`src/common/bpi_pkg.sv`:
```
`default_nettype none

package bpi_pkg;

  //////////////////////////////////////////////////
  // Commands, low five bits of a command word
  //////////////////////////////////////////////////
  typedef enum logic [4:0] {
    cmd_noop            = 5'h00,
    cmd_read_1          = 5'h02,
    cmd_read_n          = 5'h04,
    cmd_read_array      = 5'h05,
    cmd_read_status_reg = 5'h06,
    cmd_clr_status_reg  = 5'h09,
    cmd_block_erase     = 5'h0A,
    cmd_program         = 5'h0B,
    cmd_load_address    = 5'h17,  // Local, not sent to PROM
    cmd_clr_bpi_status  = 5'h1C   // Local, not sent to PROM
  } cmd_code_t;

  typedef logic [15:0] word_t;

  // Count (Read_n) or base address (Load_Address) above the code
  typedef struct packed {
    logic [10:0] arg;
    logic [4:0]  code;
  } cmd_word_t;

  typedef logic [22:0] flash_addr_t;  // PROM word address

  typedef enum logic [1:0] {
    bus_op_write = 2'b01,
    bus_op_read  = 2'b10
  } bus_op_t;

  localparam int fifo_depth = 1024;
  localparam int fifo_ptr_w = $clog2(fifo_depth);

  typedef logic [fifo_ptr_w:0] fifo_count_t;

  //////////////////////////////////////////////////
  // PROM bus data codes
  //////////////////////////////////////////////////
  localparam word_t read_array_code    = 16'h00FF;
  localparam word_t read_status_code   = 16'h0070;
  localparam word_t clear_status_code  = 16'h0050;
  localparam word_t erase_setup_code   = 16'h0020;
  localparam word_t confirm_code       = 16'h00D0;
  localparam word_t program_setup_code = 16'h0040;

  // Bank, 64K main blocks, 16K parameter blocks at the top
  localparam flash_addr_t bank_mask          = 23'h780000;
  localparam flash_addr_t main_block_mask    = 23'h7F0000;
  localparam flash_addr_t param_block_mask   = 23'h7FC000;
  localparam flash_addr_t param_region_start = 23'h7F0000;

  // PROM status register
  localparam int         sr_ready_bit       = 7;
  localparam logic [7:0] erase_error_mask   = 8'h2A;
  localparam logic [7:0] program_error_mask = 8'h1A;

endpackage

`default_nettype wire
```
`src/parser/bpi_cmd_parser.sv`:
```
`timescale 1ns/10ps
`default_nettype none

module bpi_cmd_parser
  import bpi_pkg::*;
(
  input  wire logic        CLK,
  input  wire logic        local_rst,
  input  wire logic        parse_enable,
  input  wire logic        parse_disable,
  input  wire logic        fifo_empty,
  input  wire logic        seq_idle,
  input  wire cmd_word_t   fifo_word,
  output logic             fifo_pop,
  output logic             op_start,
  output logic             clr_status,
  output cmd_code_t        op_cmd,
  output flash_addr_t      op_addr,
  output word_t            op_data
);

  typedef enum logic [2:0] {p_idle, p_fetch, p_extra, p_issue, p_wait} parse_state_t;

  parse_state_t  state;
  logic          enabled;
  logic [6:0]    base_addr;
  logic [15:0]   offset;
  logic [10:0]   remain;     // Read_n words left, or base field of Load_Address
  cmd_code_t     cmd;
  word_t         prog_data;
  cmd_code_t     head_cmd;
  logic          needs_extra;
  logic          is_pass;
  flash_addr_t   waddr;
  flash_addr_t   block_addr;

  assign head_cmd    = cmd_code_t'(fifo_word.code);
  assign needs_extra = (head_cmd == cmd_load_address) || (head_cmd == cmd_program);
  assign is_pass     = (head_cmd == cmd_read_1) || (head_cmd == cmd_read_n) ||
                       (head_cmd == cmd_read_array) || (head_cmd == cmd_read_status_reg) ||
                       (head_cmd == cmd_clr_status_reg) || (head_cmd == cmd_block_erase);

  assign fifo_pop   = (state == p_fetch) || ((state == p_extra) && !fifo_empty);
  assign clr_status = (state == p_fetch) && (head_cmd == cmd_clr_bpi_status);
  assign op_start   = (state == p_issue);
  assign op_cmd     = (cmd == cmd_read_n) ? cmd_read_1 : cmd;  // Read_n runs as Read_1 ops
  assign op_data    = prog_data;

  //////////////////////////////////////////////////
  // Address selection
  //////////////////////////////////////////////////
  assign waddr = {base_addr, offset};

  always_comb
  begin
    if (waddr >= param_region_start)
      block_addr = waddr & param_block_mask;  // 16K parameter blocks
    else
      block_addr = waddr & main_block_mask;
  end

  always_comb
  begin
    case (cmd)
      cmd_block_erase:                     op_addr = block_addr;
      cmd_read_1, cmd_read_n, cmd_program: op_addr = waddr;
      default:                             op_addr = waddr & bank_mask;
    endcase
  end

  //////////////////////////////////////////////////
  // Parser FSM
  //////////////////////////////////////////////////
  always_ff @(posedge CLK or posedge local_rst)
  begin
    if (local_rst)
    begin
      state     <= p_idle;
      enabled   <= 1'b0;
      base_addr <= '0;
      offset    <= '0;
      remain    <= '0;
      cmd       <= cmd_noop;
    end
    else
    begin
      if (parse_enable)
        enabled <= 1'b1;
      else if (parse_disable)
        enabled <= 1'b0;

      case (state)
        p_idle:
          if (enabled && !fifo_empty)
            state <= p_fetch;
        p_fetch:
        begin
          cmd    <= head_cmd;
          remain <= fifo_word.arg;
          if (needs_extra)
            state <= p_extra;
          else if (is_pass)
            state <= p_issue;
          else
            state <= p_idle;  // Clr_BPI_Status or unknown code
        end
        p_extra:
          if (!fifo_empty)
          begin
            if (cmd == cmd_load_address)
            begin
              base_addr <= remain[6:0];
              offset    <= fifo_word;
              state     <= p_idle;
            end
            else
              state <= p_issue;  // Program data taken below
          end
        p_issue:
          state <= p_wait;
        p_wait:
          if (seq_idle)
          begin
            if ((cmd == cmd_read_1) || (cmd == cmd_read_n) || (cmd == cmd_program))
              offset <= offset + 1'b1;
            if ((cmd == cmd_read_n) && (remain != '0))
            begin
              remain <= remain - 1'b1;
              state  <= p_issue;
            end
            else
              state <= p_idle;
          end
        default:
          state <= p_idle;
      endcase
    end
  end

  always_ff @(posedge CLK)
  begin
    if ((state == p_extra) && !fifo_empty)
      prog_data <= word_t'(fifo_word);
  end

endmodule

`default_nettype wire

```
`config.mk`:
```
export PLATFORM = sky130hd
export DESIGN_NAME = bpi_cmd_parser
export DESIGN_NICKNAME = d
export VERILOG_FILES = /design/src/common/bpi_pkg.sv /design/src/parser/bpi_cmd_parser.sv
export SDC_FILE = /design/constraint.sdc
export NUM_CORES = 1
export LEC_CHECK = 0
export BUFFER_PORTS_ARGS = -buffer_cell sky130_fd_sc_hd__buf_2
export CAP_MARGIN = 0
export CELL_PAD_IN_SITES_DETAIL_PLACEMENT = 0
export CELL_PAD_IN_SITES_GLOBAL_PLACEMENT = 1
export CORE_UTILIZATION = 45
export CTS_BUF_LIST = sky130_fd_sc_hd__clkbuf_8 sky130_fd_sc_hd__clkbuf_16
export CTS_CLUSTER_SIZE = 8
export DETAILED_ROUTE_END_ITERATION = 16
export PLACE_DENSITY = 0.95
export SLEW_MARGIN = 20
export SYNTH_ARGS = -nofsm -noshare
export SYNTH_HDL_FRONTEND = slang
export SYNTH_SLANG_ARGS = --single-unit
```
`constraint.sdc`:
```
create_clock -name CLK -period 4.5 [get_ports CLK]
set_clock_uncertainty 0.1 [all_clocks]
set_input_delay 0.9 -clock CLK [delete_from_list [all_inputs] [get_ports CLK]]
set_output_delay 0.9 -clock CLK [all_outputs]
set_load 0.03 [all_outputs]
```
Word-level counts from Yosys, hierarchy flattened
Cells that the tools add are included.
{"block": "totals", "reg_bits": 59, "in_bits": 22, "wordCells": 80}
{"block": "classes", "addsub": 2, "n_lt_le_gt_ge": 1, "n_eq_ne": 24, "mux": 21, "bitwise": 1, "n_reduce_logical": 24}
{"op": "$mux 16", "n": 5}
{"op": "$pmux 19 s2", "n": 1}
{"op": "$pmux 16 s2", "n": 1}
{"op": "$eq 5x4->1 const B", "n": 5}
{"op": "$ge 23x23->1 const B", "n": 1}
{"op": "$mux 11", "n": 2}
{"op": "$pmux 11 s2", "n": 1}
{"op": "$eq 5x3->1 const B", "n": 4}
{"op": "$add 16x1->16 const B", "n": 1}
{"op": "$eq 5x5->1 const B", "n": 3}
{"op": "$pmux 3 s5", "n": 1}
{"op": "$reduce_bool 11->1", "n": 1}
{"op": "$sub 11x1->11 const B", "n": 1}
{"op": "$eq 5x2->1 const B", "n": 2}
{"op": "$ne 2x2->1 const B", "n": 5}
{"op": "$logic_or 1x1->1", "n": 9}
{"op": "$mux 3", "n": 3}
{"op": "$reduce_and 3->1", "n": 3}
{"op": "$mux 2", "n": 4}
{"op": "$eq 3x2->1 const B", "n": 2}
{"op": "$reduce_bool 2->1", "n": 3}
{"op": "$mux 5", "n": 1}
{"op": "$reduce_and 5->1", "n": 1}
{"op": "$logic_and 1x1->1", "n": 4}
{"op": "other kinds (8)", "n": 9}

Depth between registers and ports, before layout
{"block": "depth", "word_depth": 9, "depth_mapped": 8, "ltp_nobuf": 7}

Least setup slack after synthesis
OpenSTA, ideal clock, no wires.
{"block": "synth_path", "path_type": "input -> output", "from": "input fifo_word[2] in the netlist's numbering", "to": "output clr_status", "arrival_ps": 1653, "t_required_ps": 3500, "path_slack_ps": 1847, "path_stages": 3, "cell_sequence": "clkbuf_1 nand4_1 nor2_1"}
{"block": "synth_via", "elab_chain_len": 2}
{"element": "start, declared", "line_no": "bpi_cmd_parser.sv:13", "rtl": "input wire cmd_word_t fifo_word,"}
{"element": "$eq 5x5->1", "line_no": "bpi_cmd_parser.sv:44", "rtl": "assign clr_status = (state == p_fetch) && (head_cmd == cmd_clr_bpi_status);"}
{"element": "$logic_and 1x1->1", "line_no": "bpi_cmd_parser.sv:44"}
{"element": "end, declared", "line_no": "bpi_cmd_parser.sv:16", "rtl": "output logic clr_status,"}
No other way between the ends.

Final worst setup path
{"block": "layout_path", "from": "register cmd[4]", "to": "output op_addr[14]"}
{"block": "layout_via", "elab_chain_len": 3, "word_cells_on_any_way": 6, "cone_classes": "eq/ne (4); mux (1); reduce/logical (1)"}
{"element": "start, declared", "line_no": "bpi_cmd_parser.sv:29", "rtl": "cmd_code_t cmd;"}
{"element": "start signal, assigned", "line_no": "bpi_cmd_parser.sv:83", "rtl": "cmd <= cmd_noop;"}
{"element": "start signal, assigned", "line_no": "bpi_cmd_parser.sv:98", "rtl": "cmd <= head_cmd;"}
{"element": "$eq 5x3->1, or another cell as far along", "line_no": "bpi_cmd_parser.sv:64", "rtl": "case (cmd)"}
{"element": "$reduce_or 3->1", "line_no": "bpi_cmd_parser.sv:64"}
{"element": "$pmux 19 s2 *", "line_no": "bpi_cmd_parser.sv:64"}
{"element": "end, declared", "line_no": "bpi_cmd_parser.sv:18", "rtl": "output flash_addr_t op_addr,"}
Every way passes the cells marked *; elsewhere a longest branch is shown, timed or not.

==> metrics.txt <==
Seq/Total Area, Yosys=0.458; Root Buffer=clkbuf_8; DR WL/cell=15.8 um; max_slew headroom=0.313; CTS Hold Buffers Added=0; Overflow after GRT=0; Slew @ Worst Pin=1.03 ns; run status=finished clean; synthesized area=3400 um^2; die span in y=88.9 um; Starting Density=0.466; # port buffers=68; unrepaired setup endpoints after global routing=false; leakage power total=1.68 nW; clock buffer count from CTS=9; PwrDens=695 nW/um^2; Sink Count=59; number of enable flip-flop cells after synthesis=16; Top FF cell, synth=dfrtp_1; Syn Nets=372; Remaining DRCs=0; GR Util All Layers=0.220; Setup Buffers After CTS=0; site row count=31; initial antenna violation count=0; setup_tns=0 ns; Die Width=88.9 um; CTS max path bufs=2; first-pass GRT wire length=12.8 mm; most frequent cells in the layout=68 x buf_2, 43 x dfrtp_1, 37 x nand2_1, 30 x nor2_1, 25 x a21oi_1; crit share post-route=0.706; worst skew pair latency=0.36 ns; Hold WC Path Type=reg2reg; final core utilization=0.537; crit start category=flip-flop; Worst-path clk slew=0.07 ns; CP Capture Type=primary output; Filler cells=697; syn_area_per_cell=9.80 um^2; Final GP Congestion=0.846; Layout Nets=429; post-synthesis cell count=347; fmax=315 MHz; yosys synthesis warning count=0; Netlist cell types=68; WHS=0.404 ns; largest net degree at the start of global routing=44; drt initial violations=192; CORE AREA=7290 um^2; Crit Path Class=reg2out; Routed Antenna Nets=0; fin crit period=3.18 ns; setup violators final=0; Die Area=7910 um^2; DP Wirelength=5.62 mm; Vias=2840; layout cells sized above 1=0.313; H-tree depth=3; 1st-pass router iterations=4; max capacitance violation total=0; TritonCTS clock tree=yes; CP Max Fanout=18; CP Data Arrival Time=2.18 ns; post-cts repair resize count=0; Total Wirelength=8.01 mm; Crit path required time=3.50 ns; endpoints failing hold=0; Max rail drop VDD=0.000270 V; average via count per standard cell=5.59; fin. max-slew vios=0; num ports=69; # diodes=0; commonest non-fill, non-tap cell in the layout=buf_2; ys async rst share=0.729; area delta synth->final=15.2%; FF+latch count, synth=59; vias in the first global route=2555
## synth_stat cells, types with 4 or more instances
master / n / area (um^2)
and2_2: 4 / 30.0
edfxtp_1: 16 / 480
dfrtp_1: 43 / 1080
nor2_1: 30 / 113
o21ai_0: 13 / 65.1
clkbuf_1: 6 / 22.5
nand3_1: 15 / 75.1
buf_2: 5 / 25.0
nand4_1: 4 / 25.0
nor3_1: 8 / 40.0
nor2b_1: 6 / 37.5
and2_1: 12 / 75.1
a31oi_1: 8 / 50.1
inv_1: 9 / 33.8
nand2_1: 37 / 139
a2bb2oi_2: 5 / 75.1
buf_4: 5 / 37.5
a21oi_1: 25 / 125
a31o_2: 4 / 35.0
o22a_1: 9 / 78.8
buf_6: 4 / 45.0
a21oi_2: 5 / 43.8
mux2_2: 6 / 67.6
## layer usage
metal  GRT usage  vias up  part of all wire  wire length (um)
met5           0        -                 0                 0
met4      0.0704        0             0.011                89
met3      0.0526        7             0.062               493
met2       0.339       83              0.46              3660
met1       0.307     1373              0.47              3760
li1            -     1377                 -                 -
## state kept, by name (all words and copies together) (netlist names)
register   flops
offset        16
op_data       16
remain        11
base_addr      7
cmd            5
state          3
enabled        1
## report_power, final
group          total, mW  switching (mW)  internal, mW
sequential         0.977           0.239         0.737
clock              0.507           0.241         0.266
combinational       1.24           0.757         0.480
total               2.72            1.24          1.48
## through the flow
stage / worst slack [ns] / area (um^2) / instances / power, mW
after floorplan: 1.85 / 3400 / 347 / 1.97
after global placement: 1.75 / 3710 / 492 / 2.18
after detailed placement: 1.67 / 3710 / 492 / 2.22
after CTS: 1.29 / 3920 / 508 / 2.73
after global routing: 1.17 / 3920 / 508 / 2.91
final: 1.32 / 3920 / 508 / 2.72
## cells by family (layout without fill, tap and decap cells)
group                      after synthesis  in the layout  synth area share
adders and majority gates                3              3            0.0110
muxes                                    6              6            0.0199
DFF                                     59             59             0.458
and+or+nand+nor                        147            147             0.232
xor gates and xnor gates                 1              1           0.00258
buffers and inverters                   34             96            0.0648
AOI/OAI and AO/OA                       97             97             0.212
## critical path, cell delays in order, from the launching register on
cell,delay [ns]
dfrtp_1,0.49
or3_4,0.44
o22ai_4,0.41
a21oi_1,0.14
nor2b_1,0.15
buf_2,0.20
## layout make-up
class | instances | area, um^2 | share of cell area
clock buffers | 9 | 124 | 0.0316
clock inverters | 7 | 85.1 | 0.0217
inverters | 9 | 33.8 | 0.00863
multi-input cells | 254 | 1630 | 0.416
flip-flops and latches | 59 | 1560 | 0.398
well taps | 99 | 124 | 0.0316
repair buffers | 71 | 363 | 0.0927
## worst paths after layout
kind                            slack [ns]                     end  depth (start not counted)                  from
worst max-delay path                  1.32             op_addr[14]                          5    cmd[4]$_DFFE_PP0N_
worst min-delay path                  0.40     enabled$_DFFE_PP0P_                          1   enabled$_DFFE_PP0P_
worst max register to register        1.78  offset[10]$_DFFE_PP0P_                          4  state[0]$_DFFE_PP0P_
worst min register to register        0.40     enabled$_DFFE_PP0P_                          1   enabled$_DFFE_PP0P_
max in group asynchronous             3.34   offset[5]$_DFFE_PP0P_                          3             local_rst
min in group asynchronous             0.57  offset[15]$_DFFE_PP0P_                          3             local_rst
(Power assumes the default switching activity.)
