$ cat config.mk
export PLATFORM = sky130hd
export DESIGN_NAME = bpi_status_reg
export DESIGN_NICKNAME = d
export VERILOG_FILES = /design/src/common/bpi_pkg.sv /design/src/source/bpi_status_reg.sv
export SDC_FILE = /design/constraint.sdc
export NUM_CORES = 1
export LEC_CHECK = 0
export BUFFER_PORTS_ARGS = -buffer_cell sky130_fd_sc_hd__buf_4
export CAP_MARGIN = 0
export CELL_PAD_IN_SITES_DETAIL_PLACEMENT = 1
export CELL_PAD_IN_SITES_GLOBAL_PLACEMENT = 1
export CORE_MARGIN = 5
export CORE_UTILIZATION = 36
export DETAILED_ROUTE_END_ITERATION = 8
export MAX_ROUTING_LAYER = met4
export PLACE_DENSITY = 0.85
export SKIP_LAST_GASP = 1
export SLEW_MARGIN = 15
export SYNTH_ARGS = -nofsm -noshare
export SYNTH_HDL_FRONTEND = slang
export SYNTH_SLANG_ARGS = --single-unit
$ cat constraint.sdc
create_clock -name CLK -period 3.47 [get_ports CLK]
set_input_delay 0.347 -clock CLK [delete_from_list [all_inputs] [get_ports CLK]]
set_output_delay 0.347 -clock CLK [all_outputs]
set_load 0.03 [all_outputs]
$ cat src/common/bpi_pkg.sv
`default_nettype none

package bpi_pkg;

  //////////////////////////////////////////////////
  // Commands, low five bits of a command word
  //////////////////////////////////////////////////
  typedef enum logic [4:0] {
    cmd_noop            = 5'h00,
    cmd_read_1          = 5'h02,
    cmd_read_n          = 5'h04,
    cmd_read_array      = 5'h05,
    cmd_read_status_reg = 5'h06,
    cmd_clr_status_reg  = 5'h09,
    cmd_block_erase     = 5'h0A,
    cmd_program         = 5'h0B,
    cmd_load_address    = 5'h17,  // Local, not sent to PROM
    cmd_clr_bpi_status  = 5'h1C   // Local, not sent to PROM
  } cmd_code_t;

  typedef logic [15:0] word_t;

  // Count (Read_n) or base address (Load_Address) above the code
  typedef struct packed {
    logic [10:0] arg;
    logic [4:0]  code;
  } cmd_word_t;

  typedef logic [22:0] flash_addr_t;  // PROM word address

  typedef enum logic [1:0] {
    bus_op_write = 2'b01,
    bus_op_read  = 2'b10
  } bus_op_t;

  localparam int fifo_depth = 1024;
  localparam int fifo_ptr_w = $clog2(fifo_depth);

  typedef logic [fifo_ptr_w:0] fifo_count_t;

  //////////////////////////////////////////////////
  // PROM bus data codes
  //////////////////////////////////////////////////
  localparam word_t read_array_code    = 16'h00FF;
  localparam word_t read_status_code   = 16'h0070;
  localparam word_t clear_status_code  = 16'h0050;
  localparam word_t erase_setup_code   = 16'h0020;
  localparam word_t confirm_code       = 16'h00D0;
  localparam word_t program_setup_code = 16'h0040;

  // Bank, 64K main blocks, 16K parameter blocks at the top
  localparam flash_addr_t bank_mask          = 23'h780000;
  localparam flash_addr_t main_block_mask    = 23'h7F0000;
  localparam flash_addr_t param_block_mask   = 23'h7FC000;
  localparam flash_addr_t param_region_start = 23'h7F0000;

  // PROM status register
  localparam int         sr_ready_bit       = 7;
  localparam logic [7:0] erase_error_mask   = 8'h2A;
  localparam logic [7:0] program_error_mask = 8'h1A;

endpackage

`default_nettype wire
$ cat src/source/bpi_status_reg.sv
`timescale 1ns/10ps
`default_nettype none

module bpi_status_reg
  import bpi_pkg::*;
(
  input  wire logic        CLK,
  input  wire logic        local_rst,
  input  wire logic        cmd_empty,
  input  wire logic        cmd_full,
  input  wire logic        cmd_wr_err,
  input  wire logic        cmd_rd_err,
  input  wire logic        rbk_empty,
  input  wire logic        rbk_full,
  input  wire logic        rbk_wr_err,
  input  wire logic        rbk_rd_err,
  input  wire logic [7:0]  sr_byte,
  input  wire logic        clr_status,
  output word_t            bpi_status
);

  logic [7:0]  sr_last;
  logic        sr_new;

  assign sr_new = (sr_byte != sr_last);  // Fresh PROM status seen

  always_ff @(posedge CLK or posedge local_rst)
  begin
    if (local_rst)
    begin
      bpi_status <= 16'h8800;  // Both FIFOs empty
      sr_last    <= '0;
    end
    else
    begin
      sr_last <= sr_byte;
      bpi_status[15]  <= rbk_empty;
      bpi_status[14]  <= rbk_full;
      bpi_status[13]  <= !clr_status && (bpi_status[13] || rbk_rd_err);
      bpi_status[12]  <= !clr_status && (bpi_status[12] || rbk_wr_err);
      bpi_status[11]  <= cmd_empty;
      bpi_status[10]  <= cmd_full;
      bpi_status[9]   <= !clr_status && (bpi_status[9] || cmd_rd_err);
      bpi_status[8]   <= !clr_status && (bpi_status[8] || cmd_wr_err);
      bpi_status[7:6] <= sr_byte[7:6];
      bpi_status[2]   <= sr_byte[2];
      bpi_status[0]   <= sr_byte[0];
      if (clr_status)
      begin
        bpi_status[5:3] <= 3'b000;
        bpi_status[1]   <= 1'b0;
      end
      else if (sr_new)
      begin
        bpi_status[5:3] <= sr_byte[5:3];  // Erase, program and Vpp errors
        bpi_status[1]   <= sr_byte[1];    // Block protection
      end
    end
  end

endmodule

`default_nettype wire

Yosys cells after proc, flatten, opt, wreduce, memory -nomap -nowiden
Index checks and enable logic that the tools add are counted.
{"block": "word_totals", "reg_bits": 24, "latch_bits": 0, "ramBits": 0, "rom_bits": 0, "inputBits": 19, "out_inout_bits": 16, "mem_count": 0}
{"block": "classes", "add_sub_neg": 0, "n_mul": 0, "div": 0, "n_lt_le_gt_ge": 0, "eq_ne": 1, "shifts": 0, "n_mux": 4, "n_bitwise": 0, "reduce_logical": 10}
{"operator": "!= test 8 bit", "n": 1}
{"operator": "2-to-1 mux 3 bit", "n": 2}
{"operator": "logical AND 1 bit", "n": 4}
{"operator": "logical OR 1 bit", "n": 4}
{"operator": "2-to-1 mux 1 bit", "n": 2}
{"operator": "nonzero test 2 bit", "n": 1}
{"operator": "logical NOT 1 bit", "n": 1}

Logic depth before layout (Yosys ltp)
Gate-level depths: netlist of run 1.
{"block": "logic_depth", "depth_word": 3, "mapped_depth": 5, "depth_no_buf": 4}

Least setup slack after synthesis of run 1
OpenSTA, ideal clock, no wires.
{"block": "synth_path", "path_type": "reg-to-reg", "startpoint": "reg sr_last[0]", "endpoint": "reg bpi_status[1]", "setup_ns": 0.125, "arrival_time_ns": 1.484, "required_ns": 3.345, "slack_ns": 1.861, "path_stages_with_launch": 6, "period_less_slack_ns": 1.609, "path_cell_list": "dfrtp_1 -> xnor2_1 -> nand3_1 -> or4_4 -> buf_6 -> mux2_4"}
{"block": "synth_between", "elab_chain_len": 2}
{"element": "start: declaration", "line_no": "bpi_status_reg.sv:22", "source": "logic [7:0] sr_last;"}
{"element": "start signal: assignment", "line_no": "bpi_status_reg.sv:36", "source": "sr_last <= sr_byte;"}
{"element": "!= test 8 bit", "line_no": "bpi_status_reg.sv:25", "source": "assign sr_new = (sr_byte != sr_last);"}
{"element": "nonzero test 2 bit (no source line)"}
{"element": "end signal: assignment", "line_no": "bpi_status_reg.sv:56", "source": "bpi_status[1] <= sr_byte[1];"}
{"element": "end: declaration", "line_no": "bpi_status_reg.sv:19", "source": "output word_t bpi_status"}
No other way between the ends.
A chain may end at the register's enable or synchronous reset.

Final worst setup path of run 1
{"block": "layout_path", "startpoint": "reg sr_last[0]", "endpoint": "reg bpi_status[3]"}
The elaborated chain is that of the path after synthesis.

==> results.cfg, run 1 <==
[synthesis]
synth_top_area_frac = 0.596
synth_warnings = 0
synth_nets = 72
synthTopCellsByArea = dfrtp_1 60%, xnor2_1 8.1%, mux2_4 7.9%, dfstp_2 7.0%, buf_4 4.0%
yosysTopAreaCell = dfrtp_1
mappedNetlistArea_um2 = 756
yosysMostFrequentCell = dfrtp_1
synth_cell_type_count = 13
synthFlopType = dfrtp_1
postSynthCellCount = 53
yosys_register_bits = 20
synth_edf_count = 0
synth_common_cells = 18 x dfrtp_1, 8 x nor2_1, 7 x xnor2_1
avgSynthCellArea_um2 = 14.3
ys_seq_area_frac = 0.666
async_reset_ff_frac = 1.00

[timing]
setup_tns_ns = 0
timing.final.crit_share = 0.481
setup_viol = 0
clock_skew_ns = 0.0169
relSlewSlack = 0.508
fmax_ghz = 0.599
fin_crit_ns = 1.67
hold_violations = 0
whs_ns = 0.153
worstMarginPinSlew_ns = 0.738
layout_setup_ws_ns = 1.80
rsz0062_at_grt = no
drv_slew = 0

[cts]
post-cts-setup-buffer-count = 0
clockBufferDepth = 2
htreeDepth = 1
cts_tree = yes
cts_made_buffers = 3
cts.clk_slew.worst_paths_ns = 0.12
postCtsHoldBufs = 0
root_buffer = clkbuf_4
clock_sinks = 20
clk_latency_ns = 0.31
ctsResizeCount = 0

[route]
post_drt_wl_per_cell_um = 14.7
drt_iter0_markers = 2
drc = 0
vias = 497
vias_per_cell = 4.40
wl_um = 1660
ant_nets = 0
dr.pass1.iters = 4

[worst_setup_path]
reg2reg_slack_ns = 1.80
slowest_stage = or4_4
cp_cell_sequence = xnor2_1 > nand3_1 > or4_4 > mux2_4
crit_type = flip-flop to flip-flop
arrival_ns = 1.88
worstRegToRegCells = 4
endpoint_kind = flip-flop
r2r-end = bpi_status[3]
max_stage_delay_ns = 0.55
timing.rr.start = sr_last[0]
worstPathRequired_ns = 3.68
critPathMaxFanout = 4
critPathLaunchType = flip-flop

[job]
maxCapViolCount = 0

[power_and_ir_drop]
power_density_mw_per_mm2 = 495
p_total_mw = 0.523
p_leak_nw = 0.523
peakVddDrop_mv = 0.288

[floorplanning]
core_mm2 = 0.00198
initial_core_util = 0.381
die-area_mm2 = 0.00312
die_height_um = 55.8
ioPinCount = 35
rows = 16
fp.dieW_um = 55.8

[grt]
antenna_found_initial = 0
grt_pass1_wl_um = 2750
grt_pass1_vias = 585
overflow = 0
grt_usage = 0.122
grt_max_degree = 21

[finish]
design_area_mm2 = 0.00106
n_antenna_cell = 0
layout.cells.non_filler = 113
largest_reg_flops = 13
multi_input_area_um2 = 208
ff_latch_area_um2 = 503
layout.nets = 106
finish.utilization = 0.533
area_growth_pct = 39.7
drive_gt1_frac = 0.523
fillers = 204

[placement]
numPortBuffers = 34
place_hpwl_um = 1300
gp_congestion = 0.796
place_ws_ns = 1.69
place_area_mm2 = 0.00100
dpl.cell_count = 109

[hold_path]
hold_path_class = input port to async pin

[outcome]
status = finished, final reports clean
[cell families (layout without fill, tap and decap cells)]
kind of cell	count (synthesis)	after routing	share of synthesized area
flops	20	20	0.666
xor+xnor	8	8	0.0927
simple gates	15	15	0.103
mux	4	4	0.0795
buf+inv	6	39	0.0596
[worst max path at each step]
| stage | from | slack, ns | depth (start not counted) | endpoint |
|---|---|---|---|---|
| 2_1_floorplan | sr_last[0] | 1.86 | 5 | bpi_status[1] |
| 3_3_place_gp | sr_byte[4] | 1.79 | 5 | bpi_status[5] |
| 3_5_place_dp | sr_byte[4] | 1.69 | 5 | bpi_status[4] |
| 4_1_cts | sr_last[4] | 1.78 | 4 | bpi_status[3] |
| 5_1_grt | sr_last[0] | 1.74 | 4 | bpi_status[3] |
| 6_report | sr_last[0] | 1.80 | 4 | bpi_status[3] |
[metal layers]
metal | vias to the layer above | wire length, um | global-route usage
met5 | - | 0 | -
met4 | 0 | 46 | 0.0814
met3 | 4 | 123 | 0.0325
met2 | 28 | 775 | 0.186
met1 | 236 | 716 | 0.140
li1 | 229 | - | -
[area by class of cell]
cell class / instances / area share
Sequential cell: 20 / 0.476
Timing Repair Buffer: 34 / 0.242
Multi-Input combinational cell: 27 / 0.197
Tap cell: 27 / 0.0320
Clock inverter: 1 / 0.0284
Clock buffer: 3 / 0.0213
Inverter: 1 / 0.00355
[worst max-delay path, delay by kind of cell (launching register included)]
| family | cells | cell delay, ns |
|---|---|---|
| muxes | 1 | 0.32 |
| DFF | 1 | 0.42 |
| xor gates and xnor gates | 1 | 0.18 |
| and+or+nand+nor | 2 | 0.65 |
[placed cells by master, fill, tap and decap left out]
cell / count
buf_4: 34
xnor2_1: 7
bufinv_16: 1
nand4_1: 1
clkbuf_4: 3
nor2_1: 8
nand3_1: 1
nor2b_1: 4
inv_1: 1
dfstp_2: 2
or4_4: 1
dfrtp_1: 18
xor2_1: 1
mux2_4: 4
[where the power goes]
part | leakage [nW] | switching [mW] | internal (mW)
clock network | 0.0279 | 0.0716 | 0.117
registers | 0.239 | 0.00689 | 0.247
logic | 0.256 | 0.0436 | 0.0378
total | 0.523 | 0.122 | 0.401
Power figures use the tool's default switching activity.
==> run 2: changes to the inputs <==
CORE_UTILIZATION = 30   (was 36)
PLACE_DENSITY = 0.76   (was 0.85)
clock period = 1.47 ns   (was 3.47 ns; I/O delays follow)
==> results.cfg, run 2 (synthesis gave the netlist of run 1 again) <==
[power_and_ir_drop]
peakVddDrop_mv = 0.532
power_density_mw_per_mm2 = 963
p_total_mw = 1.15
internal-power_mw = 0.850
clkPwrFrac = 0.282
seqPwrFrac = 0.522
p_sw_mw = 0.296
p_leak_nw = 0.586
swShare = 0.258
pwr-share-comb = 0.196

[timing]
layout_setup_ws_ns = -0.173
clock_skew_ns = 0.00434
fin_crit_ns = 1.64
rsz0062_at_grt = yes
setup_viol = 4
fmax_ghz = 0.609
drv_slew = 0
worstMarginPinSlew_ns = 0.363
relSlewSlack = 0.758
hold_violations = 0
timing.final.crit_share = 1.12

[route]
wl_met1_um = 612
post_drt_wl_per_cell_um = 13.7
vias = 553
wl_um = 1790
routed.top_layer = met4
drc = 0
met3_length_um = 161
vias_per_cell = 4.22
dr.pass1.iters = 3
ant_nets = 0
dr_wl_met2_um = 984
drt_iter0_markers = 3

[finish]
drive_gt1_frac = 0.495
layout.cells.non_filler = 131
largest_reg_flops = 13
final_common_cell = buf_4
final_cell_mix = 38 x buf_4, 18 x dfrtp_1, 11 x dlygate4sd3_1, 8 x nor2_1, 6 x xnor2_1
area_growth_pct = 57.6
layout.nets = 121
n_antenna_cell = 0

[hold_path]
holdPathStages = 3
min_from = rbk_rd_err
whs_endpoint = bpi_status[13]
hold_path_class = input port to flip-flop

[worst_setup_path]
r2r-end = bpi_status[4]
worstPathRequired_ns = 1.67
reg2reg_slack_ns = -0.17
critPathMaxFanout = 4
worstRegToRegCells = 4
crit_type = flip-flop to flip-flop
critPathLaunchType = flip-flop
arrival_ns = 1.85
endpoint_kind = flip-flop
timing.rr.start = sr_last[6]

[placement]
gp_congestion = 0.672
place_ws_ns = -0.182
numPortBuffers = 34
place_hpwl_um = 1350
dpl.cell_count = 115

[cts]
cts.clk_slew.worst_paths_ns = 0.11
cts_tree = yes
root_buffer = clkbuf_4
cts_made_buffers = 3
clockBufferDepth = 2
clock_sinks = 20
clk_latency_ns = 0.31
htreeDepth = 1

[outcome]
violations = setup timing
status = complete, but fails checks

[floorplanning]
die_height_um = 60.2
rows = 18
core_mm2 = 0.00243
initial_core_util = 0.311
ioPinCount = 35
die-area_mm2 = 0.00362
fp.dieW_um = 60.2

[grt]
grt_max_degree = 12
grt_pass1_vias = 603
overflow = 0
antenna_found_initial = 0
grt_pass1_wl_um = 2760
grt_usage = 0.110

[job]
maxCapViolCount = 0
run 2: cell count changes in the layout (fill, tap and decap cells not counted):
cell and change:
dlygate4sd3_1 +11, xnor2_1 -1, clkbuf_8 +1, bufinv_16 -1, xnor2_2 +1, buf_4 +4
run 2: worst max-delay path by stage:
stage	from	endpoint	depth (start not counted)
after floorplan	sr_last[0]	bpi_status[1]	5
after global placement	sr_last[0]	bpi_status[4]	4
after detailed placement	sr_last[0]	bpi_status[5]	4
after CTS	sr_last[6]	bpi_status[4]	4
after global routing	bpi_status[7]	bpi_status[1]	4
final	sr_last[6]	bpi_status[4]	4
run 2: power by group through the flow:
stage / Combinational, mW / Sequential, mW / Clock, mW
floorplan: 0.0674 / 0.645 / 0
global placement: 0.197 / 0.607 / 0
detailed placement: 0.202 / 0.609 / 0
CTS: 0.227 / 0.600 / 0.337
global route: 0.241 / 0.602 / 0.353
finish: 0.225 / 0.599 / 0.323
run 2: per-stage QoR:
step	hold WS (ns)	TNS (ns)	util	cell area (um^2)
2_1_floorplan	0.109	-0.442	-	756
3_3_place_gp	0.149	-0.532	0.423	1030
6_report	0.0429	-0.684	0.490	1190
3_5_place_dp	0.155	-0.720	0.423	1030
4_1_cts	0.0389	-0.749	0.487	1180
5_1_grt	0.0336	-0.908	0.490	1190
run 2: cell type report:
type | count | area [um^2]
Tap cell | 30 | 37.5
Multi-Input combinational cell | 27 | 215
Clock buffer | 4 | 36.3
Fill cell | 271 | 1240
Sequential cell | 20 | 503
Timing Repair Buffer | 49 | 395
Inverter | 1 | 3.75
run 2: timing repair:
item,in CTS,in global routing
pin swaps,4,1
endpoints found under the setup margin,4,4
hold endpoints to repair,17,0
resized for setup,1,0
setup buffers,0,1
hold buffers,11,0
run 2: worst max-delay path, cell delays in order, from the launching register on:
cell and delay (ns):
dfrtp_1 0.42, xnor2_2 0.15, nand4_1 0.10, or4_4 0.54, mux2_4 0.32
run 2: routing by layer:
metal	up-vias	GRT usage
met5	-	-
met1	272	0.105
met3	4	0.0346
met4	0	0.0475
li1	257	-
met2	20	0.201
