<file path="src/common/bpi_pkg.sv">
`default_nettype none

package bpi_pkg;

  //////////////////////////////////////////////////
  // Commands, low five bits of a command word
  //////////////////////////////////////////////////
  typedef enum logic [4:0] {
    cmd_noop            = 5'h00,
    cmd_read_1          = 5'h02,
    cmd_read_n          = 5'h04,
    cmd_read_array      = 5'h05,
    cmd_read_status_reg = 5'h06,
    cmd_clr_status_reg  = 5'h09,
    cmd_block_erase     = 5'h0A,
    cmd_program         = 5'h0B,
    cmd_load_address    = 5'h17,  // Local, not sent to PROM
    cmd_clr_bpi_status  = 5'h1C   // Local, not sent to PROM
  } cmd_code_t;

  typedef logic [15:0] word_t;

  // Count (Read_n) or base address (Load_Address) above the code
  typedef struct packed {
    logic [10:0] arg;
    logic [4:0]  code;
  } cmd_word_t;

  typedef logic [22:0] flash_addr_t;  // PROM word address

  typedef enum logic [1:0] {
    bus_op_write = 2'b01,
    bus_op_read  = 2'b10
  } bus_op_t;

  localparam int fifo_depth = 1024;
  localparam int fifo_ptr_w = $clog2(fifo_depth);

  typedef logic [fifo_ptr_w:0] fifo_count_t;

  //////////////////////////////////////////////////
  // PROM bus data codes
  //////////////////////////////////////////////////
  localparam word_t read_array_code    = 16'h00FF;
  localparam word_t read_status_code   = 16'h0070;
  localparam word_t clear_status_code  = 16'h0050;
  localparam word_t erase_setup_code   = 16'h0020;
  localparam word_t confirm_code       = 16'h00D0;
  localparam word_t program_setup_code = 16'h0040;

  // Bank, 64K main blocks, 16K parameter blocks at the top
  localparam flash_addr_t bank_mask          = 23'h780000;
  localparam flash_addr_t main_block_mask    = 23'h7F0000;
  localparam flash_addr_t param_block_mask   = 23'h7FC000;
  localparam flash_addr_t param_region_start = 23'h7F0000;

  // PROM status register
  localparam int         sr_ready_bit       = 7;
  localparam logic [7:0] erase_error_mask   = 8'h2A;
  localparam logic [7:0] program_error_mask = 8'h1A;

endpackage

`default_nettype wire
</file>
<file path="src/sequencer/bpi_bus_sequencer.sv">
`timescale 1ns/10ps
`default_nettype none

module bpi_bus_sequencer
  import bpi_pkg::*;
(
  input  wire logic         CLK,
  input  wire logic         local_rst,
  input  wire logic         op_start,
  input  wire logic         bus_busy,
  input  wire logic         bus_load_data,
  input  wire cmd_code_t    op_cmd,
  input  wire flash_addr_t  op_addr,
  input  wire word_t        op_data,
  input  wire word_t        bus_data_from,
  output logic              seq_idle,
  output logic              bus_execute,
  output logic              rbk_push,
  output bus_op_t           bus_op,
  output flash_addr_t       bus_addr,
  output word_t             bus_data_to,
  output logic [7:0]        sr_byte
);

  typedef enum logic [1:0] {s_idle, s_gap, s_wait} seq_state_t;

  seq_state_t  state;
  cmd_code_t   cur_cmd;
  word_t       cur_data;
  logic        phase2;     // Second write of erase or program sent
  logic        polling;
  logic        stat_mode;  // PROM reads return status
  logic        first_valid;
  bus_op_t     first_op;
  word_t       first_data;
  logic        pec_cmd;
  logic [7:0]  poll_stat;
  logic        wait_done;
  logic        issue_first;
  logic        issue_second;
  logic        issue_poll;

  always_comb
  begin
    first_valid = 1'b1;
    first_op    = bus_op_write;
    first_data  = '0;
    case (op_cmd)
      cmd_read_1:          first_op = bus_op_read;
      cmd_read_array:      first_data = read_array_code;
      cmd_read_status_reg: first_data = read_status_code;
      cmd_clr_status_reg:  first_data = clear_status_code;
      cmd_block_erase:     first_data = erase_setup_code;
      cmd_program:         first_data = program_setup_code;
      default:             first_valid = 1'b0;
    endcase
  end

  assign pec_cmd   = (cur_cmd == cmd_block_erase) || (cur_cmd == cmd_program);
  assign poll_stat = bus_load_data ? bus_data_from[7:0] : sr_byte;  // Data may land as busy drops
  assign wait_done = (state == s_wait) && !bus_busy;

  assign issue_first  = (state == s_idle) && op_start && first_valid;
  assign issue_second = wait_done && pec_cmd && !phase2;
  assign issue_poll   = wait_done && pec_cmd && phase2 &&
                        !(polling && poll_stat[sr_ready_bit]);

  assign seq_idle = (state == s_idle);
  assign rbk_push = bus_load_data && (cur_cmd == cmd_read_1);

  always_ff @(posedge CLK or posedge local_rst)
  begin
    if (local_rst)
    begin
      state       <= s_idle;
      cur_cmd     <= cmd_noop;
      phase2      <= 1'b0;
      polling     <= 1'b0;
      stat_mode   <= 1'b0;
      sr_byte     <= '0;
      bus_execute <= 1'b0;
    end
    else
    begin
      bus_execute <= issue_first || issue_second || issue_poll;
      if (bus_load_data && stat_mode)
        sr_byte <= bus_data_from[7:0];
      if (issue_first)
      begin
        cur_cmd <= op_cmd;
        phase2  <= 1'b0;
        polling <= 1'b0;
        case (op_cmd)
          cmd_read_array:                                   stat_mode <= 1'b0;
          cmd_read_status_reg, cmd_block_erase, cmd_program: stat_mode <= 1'b1;
          default:                                          stat_mode <= stat_mode;
        endcase
      end
      if (issue_second)
        phase2 <= 1'b1;
      if (issue_poll)
        polling <= 1'b1;

      case (state)
        s_idle: if (issue_first) state <= s_gap;
        s_gap:  state <= s_wait;  // Let busy come up
        s_wait:
          if (issue_second || issue_poll)
            state <= s_gap;
          else if (wait_done)
            state <= s_idle;
        default: state <= s_idle;
      endcase
    end
  end

  // Bus fields hold until the next execute
  always_ff @(posedge CLK)
  begin
    if (issue_first)
    begin
      bus_op      <= first_op;
      bus_addr    <= op_addr;
      bus_data_to <= first_data;
      cur_data    <= op_data;
    end
    else if (issue_second)
      bus_data_to <= (cur_cmd == cmd_block_erase) ? confirm_code : cur_data;
    else if (issue_poll)
    begin
      bus_op   <= bus_op_read;
      bus_addr <= bus_addr & bank_mask;  // Status read at bank address
    end
  end

endmodule

`default_nettype wire

</file>
<file path="config.mk">
export PLATFORM = sky130hd
export DESIGN_NAME = bpi_bus_sequencer
export DESIGN_NICKNAME = d
export VERILOG_FILES = /design/src/common/bpi_pkg.sv /design/src/sequencer/bpi_bus_sequencer.sv
export SDC_FILE = /design/constraint.sdc
export NUM_CORES = 1
export LEC_CHECK = 0
export ABC_CLOCK_PERIOD_IN_PS = 2650
export BUFFER_PORTS_ARGS = -buffer_cell sky130_fd_sc_hd__buf_2
export CORE_UTILIZATION = 44
export CTS_CLUSTER_SIZE = 10
export DETAILED_ROUTE_END_ITERATION = 8
export PLACE_DENSITY = 0.83
export SKIP_CTS_REPAIR_TIMING = 1
export SYNTH_ARGS = -nofsm -noshare
export SYNTH_HDL_FRONTEND = slang
export SYNTH_SLANG_ARGS = --single-unit
</file>
<file path="constraint.sdc">
create_clock -name CLK -period 2.65 [get_ports CLK]
set_input_delay 0.265 -clock CLK [delete_from_list [all_inputs] [get_ports CLK]]
set_output_delay 0.265 -clock CLK [all_outputs]
set_load 0.005 [all_outputs]
</file>
* Word-level counts from Yosys, hierarchy flattened *
Index checks and enable logic that the tools add are counted.

storage, ports and cells
  word-level logic and storage cells = 73
  memories kept = 0
  ROM bits = 0
  output and inout bits = 52
  bits in writable memories = 0
  latch bits = 0
  register bits after elaboration = 76
  input port bits = 65

cells by class
  mux-type cells = 21
  divide/modulo/power cells = 0
  order comparisons = 0
  eq/ne operators = 14
  multipliers = 0
  add/sub/neg operators = 0
  shift operators = 0
  reduce and logical (&&, ||, !) cells = 26
  bitwise gates (word level) = 0

operators with widths
  operator              number
  $mux W16              3
  $pmux W8 S5           1
  $mux W19              2
  $eq A5 B4 Y1 const B  5
  $mux W23              1
  $mux W2               7
  $eq A5 B2 Y1 const B  2
  $eq A5 B3 Y1 const B  2
  $logic_and A1 B1 Y1   10
  $mux W8               1
  $pmux W2 S3           1
  $reduce_and A2 Y1     3
  $reduce_bool A2 Y1    3
  $reduce_or A6 Y1      1
  $logic_or A1 B1 Y1    4
  $mux W1               4
  $logic_not A1 Y1      3
  $ne A3 B2 Y1 const B  1
  $reduce_or A3 Y1      1
  $eq A2 B1 Y1 const B  1
  $eq A2 B2 Y1 const B  1
  $logic_not A2 Y1      1
  $ne A2 B1 Y1 const B  1
  $ne A2 B2 Y1 const B  1
  $pmux W1 S2           1

* Longest topological paths before layout *
Gate-level depths: netlist of run 1.

  word-level depth = 8
  depth in mapped cells = 8

* Least setup slack after synthesis of run 1 *
Ideal clock, no wire load.

  path type = register to register
  start point = register cur_cmd[2]
  end point = register bus_data_to[0] (enable)
  stages on the path, launching flop included = 4
  arrival time = 2132 ps
  required time = 2239 ps
  clock period less this slack = 2543 ps
  path buffers = 0
  setup slack = 107 ps
  path through = dfrtp_1 nor4bb_1 nand3_1 o21ai_0

between the ends
  longest elaborated chain between the ends = 5
  elaborated cells on any way between the ends = 6
  those cells by class = eq/ne: 2; reduce/logical: 4

RTL lines
  element                              RTL line                  RTL
  start, declared                      bpi_bus_sequencer.sv:28   cmd_code_t cur_cmd;
  start signal, assigned               bpi_bus_sequencer.sv:76   cur_cmd <= cmd_noop;
  start signal, assigned               bpi_bus_sequencer.sv:90   cur_cmd <= op_cmd;
  $eq A5 B4 Y1                         bpi_bus_sequencer.sv:59   assign pec_cmd = (cur_cmd == cmd_block_erase) || (cur_cmd == cmd_program);
  $logic_or A1 B1 Y1 *                 bpi_bus_sequencer.sv:59
  $logic_and A1 B1 Y1 * (2 in series)  bpi_bus_sequencer.sv:64   assign issue_second = wait_done && pec_cmd && !phase2;
  $reduce_bool A2 Y1 (no line) *       -
  end signal, assigned                 bpi_bus_sequencer.sv:124  bus_data_to <= first_data;
  end signal, assigned                 bpi_bus_sequencer.sv:128  bus_data_to <= (cur_cmd == cmd_block_erase) ? confirm_code : cur_data;
  end, declared                        bpi_bus_sequencer.sv:21   output word_t bus_data_to,

Mark *: on every way between the ends. The rest lies on a longest branch, timed or not.
A chain may end at the register's enable or synchronous reset.

* Final worst setup path of run 1 *
  start point = register state[1]
  end point = register cur_data[6] (enable)

between the ends
  longest elaborated chain between the ends = 3

RTL lines
  element                            RTL line                  RTL
  start, declared                    bpi_bus_sequencer.sv:27   seq_state_t state;
  start signal, assigned             bpi_bus_sequencer.sv:75   state <= s_idle;
  start signal, assigned             bpi_bus_sequencer.sv:105  s_idle: if (issue_first) state <= s_gap;
  start signal, assigned             bpi_bus_sequencer.sv:106  s_gap: state <= s_wait;
  $logic_not A2 Y1                   bpi_bus_sequencer.sv:63   assign issue_first = (state == s_idle) && op_start && first_valid;
  $logic_and A1 B1 Y1 (2 in series)  bpi_bus_sequencer.sv:63
  end signal, assigned               bpi_bus_sequencer.sv:125  cur_data <= op_data;
  end, declared                      bpi_bus_sequencer.sv:29   word_t cur_data;

No other way between the ends.

==> flow_summary_export.csv, run 1 <==
group,metric,value,unit
global_route,grt_usage,16.6,%
die,row_count,29,
timing,skew,0.00409,ns
cts,cts_tree,"yes",
cts,clk_pin_slew_worst_paths,0.07,ns
timing,relSlewSlack,42.4,%
placement,preCtsSetupSlack,0.117,ns
synthesis,synth.top_cell.area_share,56.5,%
worst_setup_path,endpoint_kind,"flip-flop",
timing,finalSetupViolCount,0,
detailed_routing,vias_per_cell,4.95,
worst_setup_path,worstSetupStartpointType,"flip-flop",
worst_setup_path,endpoint,"cur_data[6]",
cts,clk_latency,0.33,ns
synthesis,yosysWarnings,0,
global_route,antenna_found_initial,0,
die,die-area,7220,µm²
synthesis,synth_top_family_by_area,"simple AND/OR/NAND/NOR gates",
global_route,overflow,0,
timing,holdWs,0.0518,ns
finish,area_delta_synth_final,25.4,%
finish,drive_above_1_share,47.0,%
finish,fin_util,58.5,%
outcome,outcome,"finished clean",
synthesis,synthAdderAreaFrac,0,%
synthesis,synth_cells,200,
synthesis,muxShareOfSynthArea,5.24,%
timing,finalCriticalPeriod,2.39,ns
finish,fill_cells,553,
cts,cts.sinks,76,
worst_setup_path,arrival,2.43,ns
synthesis,ys_seq_area_share,72.2,%
detailed_routing,drt_iter0_drc,102,
cts,htreeDepth,3,
synthesis,ys_types,42,
worst_setup_path,cp_max_fo,21,
die,dieWidth,85.0,µm
global_route,grt_pass1_vias,1860,
hold_path,hold_path_class,"primary input to async pin",
detailed_routing,routed-via-count,1962,
synthesis,async_flop_share,25.0,%
synthesis,synth_compound_area_share,5.70,%
finish,finish.instance_area,3800,µm²
timing,slew_violations,0,
synthesis,synth_nets,265,
synthesis,ys_top_cells_by_area,"edfxtp_1 (56%), dfrtp_1 (16%), and2_1 (5.4%)",
finish,diodes,0,
worst_setup_path,cpPeakStageDelay,0.59,ns
timing,clock.fmax,418,MHz
die,die_height,85.0,µm
cts,cts_buffer_depth,2,
global_route,grt_max_degree,22,
pwr,max-vdd-ir-drop,400,µV
synthesis,synth_edf_count,57,
synthesis,yosys.area_share.simple,13.6,%
placement,place_area,3650,µm²
detailed_routing,drc,0,
finish,fin_nets,380,
placement,place_congestion,0.802,
synthesis,synth.cell_area,3030,µm²
worst_setup_path,r2r-end,"cur_data[6]",
worst_setup_path,reg2reg_slack,0.26,ns
cts,cts-root-buf,"clkbuf_8",
job,maxCapViolCount,0,
synthesis,synth_xor_area_share,0.289,%
timing,post-route-period-util,90.2,%
pwr,powerDensity,647,nW/µm²
worst_setup_path,reg2reg_depth,5,
worst_setup_path,crit_chain,"or4b_4, a221oi_2, o21ai_2, inv_2, buf_4",
cts,cts-buffers-inserted,9,
synthesis,synth.largest_area_cell,"edfxtp_1",
timing,tightest_slew,0.863,ns
worst_setup_path,required,2.69,ns
timing,rsz0062_at_grt,"no",
detailed_routing,firstDrtPassIters,7,
detailed_routing,wl_per_cell,14.5,µm
worst_setup_path,r2r-start,"state[1]",
detailed_routing,ant_nets,0,
worst_setup_path,worstSetupStartpoint,"state[1]",
worst_setup_path,critPathKind,"flip-flop to flip-flop",
synthesis,syn_avg_cell_area,15.2,µm²
timing,hold_violations,0,
die,start_util,46.7,%
pwr,power.leakage,1.63,nW
synthesis,yosys_most_used_dff,"edfxtp_1",
placement,io_buffers,108,
detailed_routing,wl,5750,µm
global_route,grt_pass1_wl,8870,µm
synthesis,ys_seq_elements,76,
die,core,6490,µm²
timing,fin_tns_setup,0,ns
die,io_pins,117,
placement,dpl.hpwl,4080,µm
timing,setup_ws,0.259,ns
worst_setup_path,crit_slowest_cell,"or4b_4",
-- where the power goes --
part	switching [mW]	internal [mW]	total [mW]	leakage, nW
Clock	0.372	0.326	0.698	0.0780
Sequential	0.0515	1.39	1.45	0.753
Combinational	0.138	0.178	0.316	0.804
-- cells in the mapped netlist, types with 2 or more instances --
library cell,count
and2_1,26
nand2_1,8
buf_6,3
buf_2,2
mux2_2,11
inv_1,6
dfrtp_1,19
a31o_2,4
edfxtp_1,57
and3_1,9
nor2_1,7
a21oi_1,5
clkbuf_2,2
mux2i_1,2
o21ai_0,6
a211oi_1,2
and2b_2,2
nand3_1,5
-- cell families (layout without fill, tap and decap cells) --
group | count (synthesis) | after routing
buffers and inverters | 16 | 135
muxes | 14 | 14
xor gates and xnor gates | 1 | 1
AOI/OAI and AO/OA | 25 | 25
and+or+nand+nor | 68 | 68
DFF | 76 | 76
-- registers in the layout, summed over array words and instances (netlist names), 2 cells and up --
name         count
bus_addr        23
bus_data_to     16
cur_data        16
sr_byte          8
cur_cmd          5
bus_op           2
state            2
-- cells in the final DEF, fill, tap and decap left out, types with 2 or more instances in the layout --
cell type and instances:
a211oi_1 2, a21oi_1 5, a31o_2 4, and2_1 26
and2b_2 2, and3_1 9, buf_2 108, buf_4 4
clkbuf_1 2, clkbuf_8 9, clkinv_1 2, clkinv_2 2
dfrtp_1 19, edfxtp_1 57, inv_1 6, mux2_2 11
mux2i_1 2, nand2_1 8, nand3_1 5, nor2_1 7
o21ai_0 5
-- metal layers --
layer  GRT usage, %  part of all wire (%)  vias to the layer above
met5              0                     0                        -
met4           6.47                   1.3                        0
met3           6.13                   5.3                        8
met2           27.9                    51                       66
met1           19.6                    42                      928
li1               -                     -                      960
-- through the flow --
step           total power [mW]  instances
2_1_floorplan              1.63        200
4_1_cts                    2.49        396
3_5_place_dp               1.79        381
3_3_place_gp               1.77        381
5_1_grt                    2.57        396
6_report                   2.46        396
-- worst min-delay path by stage --
stage	start	to	slack (ns)	cells past startpoint
2_1_floorplan	local_rst	bus_execute	0.22	1
3_3_place_gp	local_rst	sr_byte[2]	0.40	2
3_5_place_dp	local_rst	sr_byte[2]	0.43	2
4_1_cts	local_rst	stat_mode	0.06	2
5_1_grt	op_data[11]	cur_data[11]	0.08	1
6_report	local_rst	stat_mode	0.05	2
-- worst max-delay path, delay by kind of cell, from the launching register on --
kind | cells | cell delay [ns]
buffers and inverters | 2 | 0.55
flip-flops | 1 | 0.45
AO/OA/AOI/OAI | 2 | 0.51
AND/OR/NAND/NOR | 1 | 0.59
-- final cells by class --
class	count	area (µm²)	area share, %
clock buffers	11	131	3.46
clock inverters	4	17.5	0.461
inverters	7	26.3	0.691
multi-input cells	108	752	19.8
flip-flops and latches	76	2190	57.5
well taps	77	96.3	2.53
repair buffers	113	591	15.5
Note: power is estimated with default switching activity, not from simulation.
==> inputs of run 2 (changes only) <==
Settings changed: CORE_ASPECT_RATIO set to 1.4, TNS_END_PERCENT set to 30.
==> run 2 against run 1 <==
Compared with the run above: setup slack improved by 0.19 ns; final cell count increased by 4.0%; hold slack improved by 0.0018 ns; register-to-register slack improved by 0.19 ns; non-clock buffer count unchanged; clock-buffer cell count increased by 1.
==> flow_summary_export.csv, run 2 (same netlist as run 1, synthesis figures left out) <==
group,metric,value,unit
outcome,outcome,"finished clean",
worst_setup_path,crit_family,"simple AND/OR/NAND/NOR gates",
cts,clk_latency,0.34,ns
finish,fin_nets,380,
cts,htreeDepth,3,
worst_setup_path,required,2.86,ns
detailed_routing,wl_per_cell,14.1,µm
timing,setup_ws,0.449,ns
detailed_routing,firstDrtPassIters,4,
cts,clk_pin_slew_worst_paths,0.07,ns
timing,slew_violations,0,
cts,cts.sinks,76,
global_route,use_met2,30.1,%
finish,reg.largest.list,"bus_addr: 23 flops, bus_data_to: 16 flops, cur_data: 16 flops",
worst_setup_path,crit_buf_inv,2,
die,row_count,35,
hold_path,hold_path_class,"primary input to async pin",
timing,fin_tns_setup,0,ns
global_route,grt_pass1_vias,1966,
global_route,busiest_layer,"met2",
finish,final-seq-area,2190,µm²
die,io_pins,117,
die,dieWidth,72.1,µm
timing,rsz0062_at_grt,"no",
worst_setup_path,arrival,2.41,ns
worst_setup_path,cp_max_fo,19,
timing,hold_violations,0,
detailed_routing,vias_per_cell,4.79,
cts,cts_tree,"yes",
detailed_routing,routed-via-count,1974,
die,die_height,100,µm
worst_setup_path,cpPeakStageDelay,0.58,ns
worst_setup_path,endpoint_kind,"flip-flop",
global_route,grt_pass1_wl,9060,µm
finish,final_cell_mix,"buf_2 (108), edfxtp_1 (57), and2_1 (26)",
finish,fill_cells,545,
global_route,met3_usage,4.42,%
placement,io_buffers,108,
worst_setup_path,crit_slowest_cell,"or4b_4",
cts,cts_buffer_depth,2,
finish,mostFrequentLayoutCell,"buf_2",
worst_setup_path,reg2reg_depth,6,
detailed_routing,drt_iter0_drc,72,
timing,finalSetupViolCount,0,
detailed_routing,wl,5810,µm
timing,tightest_slew,0.780,ns
die,start_util,45.8,%
die,core,6610,µm²
global_route,use_met1,18.1,%
finish,area_delta_synth_final,27.5,%
worst_setup_path,r2r-end,"bus_addr[17]",
timing,relSlewSlack,47.9,%
detailed_routing,ant_nets,0,
finish,drive_above_1_share,47.8,%
timing,post-route-period-util,83.1,%
global_route,overflow,0,
cts,cts-root-buf,"clkbuf_8",
timing,clock.fmax,454,MHz
worst_setup_path,r2r-start,"state[1]",
placement,place_congestion,0.784,
worst_setup_path,reg2reg_slack,0.45,ns
worst_setup_path,crit_chain,"or4b_4, a221oi_2, o21ai_2, inv_2, buf_4, and2_1",
pwr,max-vdd-ir-drop,460,µV
finish,largest_register,"bus_addr",
timing,skew,0.0110,ns
die,die-area,7230,µm²
worst_setup_path,critPathKind,"flip-flop to flip-flop",
finish,largest_reg_flops,23,
finish,multiInputGateArea,752,µm²
finish,diodes,0,
detailed_routing,drc,0,
pwr,powerDensity,675,nW/µm²
timing,finalCriticalPeriod,2.20,ns
global_route,grt_max_degree,22,
global_route,antenna_found_initial,0,
job,maxCapViolCount,0,
global_route,grt_usage,17.3,%
placement,dpl.hpwl,4170,µm
cts,cts-buffers-inserted,9,
placement,preCtsSetupSlack,0.408,ns
pwr,power.leakage,1.66,nW
worst_setup_path,worstSetupStartpointType,"flip-flop",
-- run 2: changes by cell type in the layout (fill, tap and decap cells not counted) --
cell / change
clkbuf_8: +1
clkinv_4: +1
bufinv_16: +1
clkinv_1: -2
-- run 2: per-stage QoR --
step	std cells	utilization [%]	total power, mW	hold WS [ns]	area [µm²]
6_report	412	58.4	2.61	0.0536	3860
5_1_grt	412	58.4	2.72	0.0734	3860
4_1_cts	412	58.4	2.64	0.0464	3860
3_5_place_dp	396	55.5	1.79	0.437	3670
3_3_place_gp	396	55.5	1.77	0.420	3670
2_1_floorplan	200	-	1.63	0.216	3030
-- run 2: worst max-delay path by stage --
stage	slack [ns]	cells after the start	start	end
3_5_place_dp	0.41	6	state[1]	bus_addr[17]
2_1_floorplan	0.11	3	cur_cmd[2]	bus_data_to[0]
6_report	0.45	6	state[1]	bus_addr[17]
5_1_grt	0.24	6	state[1]	bus_addr[17]
3_3_place_gp	0.51	6	state[1]	bus_addr[11]
4_1_cts	0.43	6	state[1]	bus_addr[17]
-- run 2: area by class of cell --
| cell class | instances | share of cell area [%] |
|---|---|---|
| flip-flops and latches | 76 | 56.6 |
| multi-input cells | 108 | 19.5 |
| repair buffers | 113 | 15.3 |
| clock buffers | 12 | 3.76 |
| well taps | 92 | 2.98 |
| clock inverters | 4 | 1.26 |
| inverters | 7 | 0.680 |
-- run 2: layer usage --
| metal | share of wire (%) | wire length [µm] |
|---|---|---|
| met5 | 0 | 0 |
| met4 | 3.0 | 177 |
| met3 | 4.9 | 284 |
| met2 | 55 | 3210 |
| met1 | 37 | 2130 |
-- run 2: power by group --
group	leakage (nW)	switching (mW)	internal, mW	total, mW
clock network	0.100	0.390	0.460	0.849
logic	0.803	0.137	0.177	0.315
registers	0.753	0.0509	1.39	1.44
